**src/mat_mul_pkg.sv**
```systemverilog
package mat_mul_pkg;

  //////////////////////////////////////////////////////////////////////
  // geometry
  //////////////////////////////////////////////////////////////////////

  // element width in bits
  localparam int dwidth = 16;
  // row memory address width and depth
  localparam int awidth = 7;
  localparam int mem_depth = 128;
  // array is mat_size x mat_size
  localparam int mat_size = 4;
  // address register plus output register in row_mem
  localparam int rd_latency = 2;

  //////////////////////////////////////////////////////////////////////
  // types
  //////////////////////////////////////////////////////////////////////

  typedef logic [dwidth-1:0] elem_t;
  // full precision accumulator, wraps mod 2^32
  typedef logic [2*dwidth-1:0] acc_t;
  // lane 0 in the low bits
  typedef elem_t [mat_size-1:0] row_t;
  // indexed by output row
  typedef row_t [mat_size-1:0] mat_t;
  typedef logic [awidth-1:0] addr_t;

  //////////////////////////////////////////////////////////////////////
  // run schedule
  //////////////////////////////////////////////////////////////////////

  // last product lands in pe (n-1,n-1) after read latency,
  // n-1 feed steps and 2*(n-1) hops through the array
  localparam int drain_count = rd_latency + 3 * (mat_size - 1) + 1;
  // one c row written per cycle after drain
  localparam int done_count = drain_count + mat_size;

endpackage

```
**src/operand_sequencer.sv**
```systemverilog
`timescale 1ns/1ns

module operand_sequencer (
  input  logic               clk,
  input  logic               reset_0,
  input  logic               start,
  input  mat_mul_pkg::row_t  a_row,
  input  mat_mul_pkg::row_t  b_row,
  output mat_mul_pkg::addr_t a_addr,
  output mat_mul_pkg::addr_t b_addr,
  output mat_mul_pkg::row_t  a_lanes,
  output mat_mul_pkg::row_t  b_lanes,
  output logic               clear,
  output logic               drain
);
  import mat_mul_pkg::*;

  // run counter, freezes at done_count
  logic [$clog2(done_count+1)-1:0] cnt;
  addr_t rd_addr;
  // memory outputs with stale rows masked off
  row_t  a_feed;
  row_t  b_feed;

  //////////////////////////////////////////////////////////////////////
  // run counter
  //////////////////////////////////////////////////////////////////////

  always_ff @(posedge clk) begin
    if (reset_0 || !start) begin
      cnt <= '0;
    end else if (cnt != done_count) begin
      cnt <= cnt + 1'b1;
    end
  end

  // steps 0..n-1 read rows 0..n-1, then park on the zero row
  assign rd_addr = (cnt < mat_size) ? addr_t'(cnt) : addr_t'(mem_depth - 1);
  assign a_addr  = rd_addr;
  assign b_addr  = rd_addr;

  // first two cycles the memories still show host traffic
  assign a_feed = (cnt >= rd_latency) ? a_row : '0;
  assign b_feed = (cnt >= rd_latency) ? b_row : '0;

  //////////////////////////////////////////////////////////////////////
  // skew, lane k delayed by k cycles
  //////////////////////////////////////////////////////////////////////

  for (genvar k = 0; k < mat_size; k++) begin : g_lane
    if (k == 0) begin : g_direct
      // lane 0 goes straight in
      assign a_lanes[k] = a_feed[k];
      assign b_lanes[k] = b_feed[k];
    end else begin : g_delay
      elem_t [k-1:0] a_pipe;
      elem_t [k-1:0] b_pipe;

      always_ff @(posedge clk) begin
        if (reset_0 || !start) begin
          a_pipe <= '0;
          b_pipe <= '0;
        end else begin
          a_pipe[0] <= a_feed[k];
          b_pipe[0] <= b_feed[k];
          for (int s = 1; s < k; s++) begin
            a_pipe[s] <= a_pipe[s-1];
            b_pipe[s] <= b_pipe[s-1];
          end
        end
      end

      // oldest stage drives the lane
      assign a_lanes[k] = a_pipe[k-1];
      assign b_lanes[k] = b_pipe[k-1];
    end
  end

  //////////////////////////////////////////////////////////////////////
  // control outputs
  //////////////////////////////////////////////////////////////////////

  // accumulators held at zero while idle
  assign clear = !start;
  // last product has settled in the far corner
  assign drain = (cnt == drain_count);

  a_drain_not_in_clear: assert property (@(posedge clk) disable iff (reset_0)
    !(drain && clear))
    else $error("drain raised while array is cleared");

endmodule

```
**config.mk**
```make
export PLATFORM = sky130hd
export DESIGN_NAME = operand_sequencer
export DESIGN_NICKNAME = d
export VERILOG_FILES = /design/src/mat_mul_pkg.sv /design/src/operand_sequencer.sv
export SDC_FILE = /design/constraint.sdc
export NUM_CORES = 1
export LEC_CHECK = 0
export BUFFER_PORTS_ARGS = -buffer_cell sky130_fd_sc_hd__clkbuf_2
export CORE_UTILIZATION = 47
export DETAILED_ROUTE_END_ITERATION = 10
export MAX_ROUTING_LAYER = met4
export PLACE_DENSITY = 0.79
export SYNTH_ARGS = -nofsm -noshare
export SYNTH_HDL_FRONTEND = slang
export SYNTH_SLANG_ARGS = --single-unit
export TNS_END_PERCENT = 30
```
**constraint.sdc**
```tcl
create_clock -name clk -period 2.46 [get_ports clk]
set_clock_uncertainty 0.2 [all_clocks]
set_input_delay 0.492 -clock clk [delete_from_list [all_inputs] [get_ports clk]]
set_output_delay 0.492 -clock clk [all_outputs]
set_load 0.01 [all_outputs]
```
==> results.json <==
{
  "ctsLongestPathBuffers": 2,
  "comb_power_share_pct": 3.9,
  "drt-wirelength-per-cell_um": 13.82,
  "peakVddDrop_v": 0.0003975,
  "clock-sinks": 197,
  "setup_ws_ns": 0.05761,
  "root_buffer": "clkbuf_16",
  "powerDensity_mw_per_mm2": 787.9,
  "area_growth_pct": 25.65,
  "start_kind": "flop",
  "synthesis.nets": 693,
  "gp_congestion": 0.8281,
  "synth-seq-area-share_pct": 62.05,
  "grt_pass1_vias": 4072,
  "die_h_um": 118.3,
  "first_pass_iters": 4,
  "crit_type": "reg -> out",
  "post-route-min-period_ns": 2.402,
  "grt_max_degree": 82,
  "p_switching_uw": 1403,
  "tns_ns": 0,
  "syn_area_per_cell_um2": 11.35,
  "crit_family": "simple AND/OR/NAND/NOR gates",
  "rsz0062_at_grt": "yes",
  "worstMarginPinSlew_ns": 0.4222,
  "antenna_cells": 0,
  "core_area_mm2": 0.01319,
  "path_depth": 4,
  "clk_latency_ns": 0.42,
  "finalNetCount": 892,
  "cts_tree": "yes",
  "reg2reg_to": "g_lane[2].g_delay.a_pipe[5]",
  "p_seq_share_pct": 51.0,
  "r2r-start": "cnt[1]",
  "reg2reg_depth": 4,
  "holdWs_ns": 0.08783,
  "overflow": 0,
  "grt_pass1_wl_mm": 19.99,
  "synth_cell_types": 21,
  "p_leak_uw": 0.004261,
  "ys_warn_count": 0,
  "max_stage_delay_ns": 0.40,
  "h-tree-depth": 4,
  "switching_share_pct": 22.29,
  "max_freq_ghz": 0.4163,
  "grt_usage_pct": 19.35,
  "syn_inst": 560,
  "async_flop_share_pct": 0,
  "io_buffers": 274,
  "critical_path_buf_inv_count": 2,
  "vias": 4198,
  "crit_path_top_delay_cell": "or3_4",
  "rows": 42,
  "p_int_uw": 4890,
  "critPathLaunch": "cnt[2]",
  "hp-class": "in -> reg",
  "die_x_um": 118.3,
  "crit_path_end": "b_addr[0]",
  "setup_viol": 0,
  "ant_nets": 0,
  "dp_slack_ns": 0.2884,
  "cp_max_fo": 9,
  "wirelength_mm": 13.10,
  "cp.required_ns": 1.77,
  "cp_cell_sequence": "buf_4, or3_4, nand2b_1, clkbuf_2",
  "drc": 0,
  "dieArea_mm2": 0.01399,
  "status": "finished, final reports clean",
  "drt_iter0_markers": 187,
  "total_power_uw": 6292,
  "finalCritPeriodShare_pct": 97.66,
  "boundaryPins": 275,
  "slew_viol_final": 0,
  "cts_buffers": 17,
  "dp_hpwl_mm": 8.705,
  "endpoint_kind": "primary output",
  "synth_edf_count": 0,
  "synth_flop_cell": "dfxtp_1",
  "finalHoldViolCount": 0,
  "start_util_pct": 48.19,
  "antenna_found_initial": 0,
  "syn_area_mm2": 0.006356,
  "maxCapViolations": 0,
  "drive_above_1_share_pct": 43.26,
  "power_frac_clock_pct": 45.2,
  "viasPerCell": 4.428,
  "synth-seq-cells": 197,
  "r2r_setup_slack_ns": 0.59,
  "cts.clk_slew.worst_paths_ns": 0.07,
  "max-slew-margin-rel_pct": 71.86,
  "arrival_ns": 1.71
}
[repair_timing]
action	in CTS	in global routing
gates resized for setup	9	5
hold endpoints to repair	0	0
pin swaps	3	2
buffers inserted	1	2
cloned	6	0
endpoints found under the setup margin	34	32
hold buffers	0	0
[power by group through the flow]
stage / Sequential (uW) / Combinational, uW / Clock, uW
after floorplan: 3280 / 105 / 0
after global placement: 3280 / 227 / 0
after detailed placement: 3280 / 230 / 0
after CTS: 3210 / 241 / 2900
after global routing: 3210 / 267 / 3040
final: 3210 / 242 / 2840
[worst min-delay path by stage]
stage | start | end | slack (ns) | depth (start not counted)
2_1_floorplan | g_lane[2].g_delay.a_pipe[0] | a_lanes[32] | 0.21 | 1
3_3_place_gp | g_lane[3].g_delay.a_pipe[2] | g_lane[3].g_delay.a_pipe[18] | 0.21 | 1
3_5_place_dp | g_lane[2].g_delay.b_pipe[13] | b_lanes[45] | 0.21 | 1
4_1_cts | b_row[53] | g_lane[3].g_delay.b_pipe[5] | 0.07 | 2
5_1_grt | b_row[40] | g_lane[2].g_delay.b_pipe[8] | 0.07 | 2
6_report | b_row[53] | g_lane[3].g_delay.b_pipe[5] | 0.09 | 2
[cell type report]
| type | count | area (um^2) |
|---|---|---|
| inverters | 3 | 11.26 |
| clock inverters | 15 | 202.7 |
| clock buffers | 17 | 425.4 |
| well taps | 176 | 220.2 |
| fillers | 1120 | 5204 |
| multi-input cells | 257 | 1709 |
| flip-flops and latches | 197 | 3954 |
| repair buffers | 283 | 1464 |
[metrics by stage]
stage / utilization (%) / cell area, um^2 / std cells
after floorplan: - / 6356 / 560
after global placement: 54.97 / 7251 / 907
after detailed placement: 54.97 / 7251 / 907
after CTS: 60.35 / 7960 / 946
after global routing: 60.55 / 7986 / 948
final: 60.55 / 7986 / 948
[per-layer routing]
layer	wire length [um]	global-route usage, %	vias up
met3	748	5.309	25
met5	0	-	-
met1	5003	18.63	1882
met4	425	9.856	0
li1	-	-	2128
met2	6926	35.26	163
[cells in the mapped netlist (all sizes together) (2+ instances only)]
library cell	number	area, um^2
or3	4	25.02
buf	88	695.7
dfxtp	197	3944
inv	3	11.26
nand3	2	10.01
and3	96	600.6
nand3b	5	37.54
clkbuf	21	78.83
mux2i	4	40.04
and2	128	800.8
or3b	3	26.28
ha	2	25.02
[cell usage in the layout, fill, tap and decap left out, drive strengths merged]
cell / instances
nor4: 1
nand3b: 5
and4b: 1
inv: 11
and3: 96
nor2b: 1
clkbuf: 291
clkinvlp: 1
or4: 7
bufinv: 2
nand3: 2
and2: 128
buf: 9
or3: 4
nand2b: 1
mux2i: 4
and4bb: 1
xnor2: 1
ha: 2
clkinv: 4
or3b: 3
dfxtp: 197
[registers in the layout, indices dropped and copies added, names as in the netlist]
name	flops
a_lanes	32
g_lane.g_delay.b_pipe	64
cnt	5
g_lane.g_delay.a_pipe	64
b_lanes	32
[logic make-up after synthesis]
| group | share of synthesized area (%) |
|---|---|
| XOR/XNOR | 0.1378 |
| adder cells (fa/ha/maj) | 0.3936 |
| buffers and inverters | 12.36 |
| flip-flops | 62.05 |
| multiplexers | 0.6299 |
| AND/OR/NAND/NOR | 24.43 |
Power figures use the tool's default switching activity.
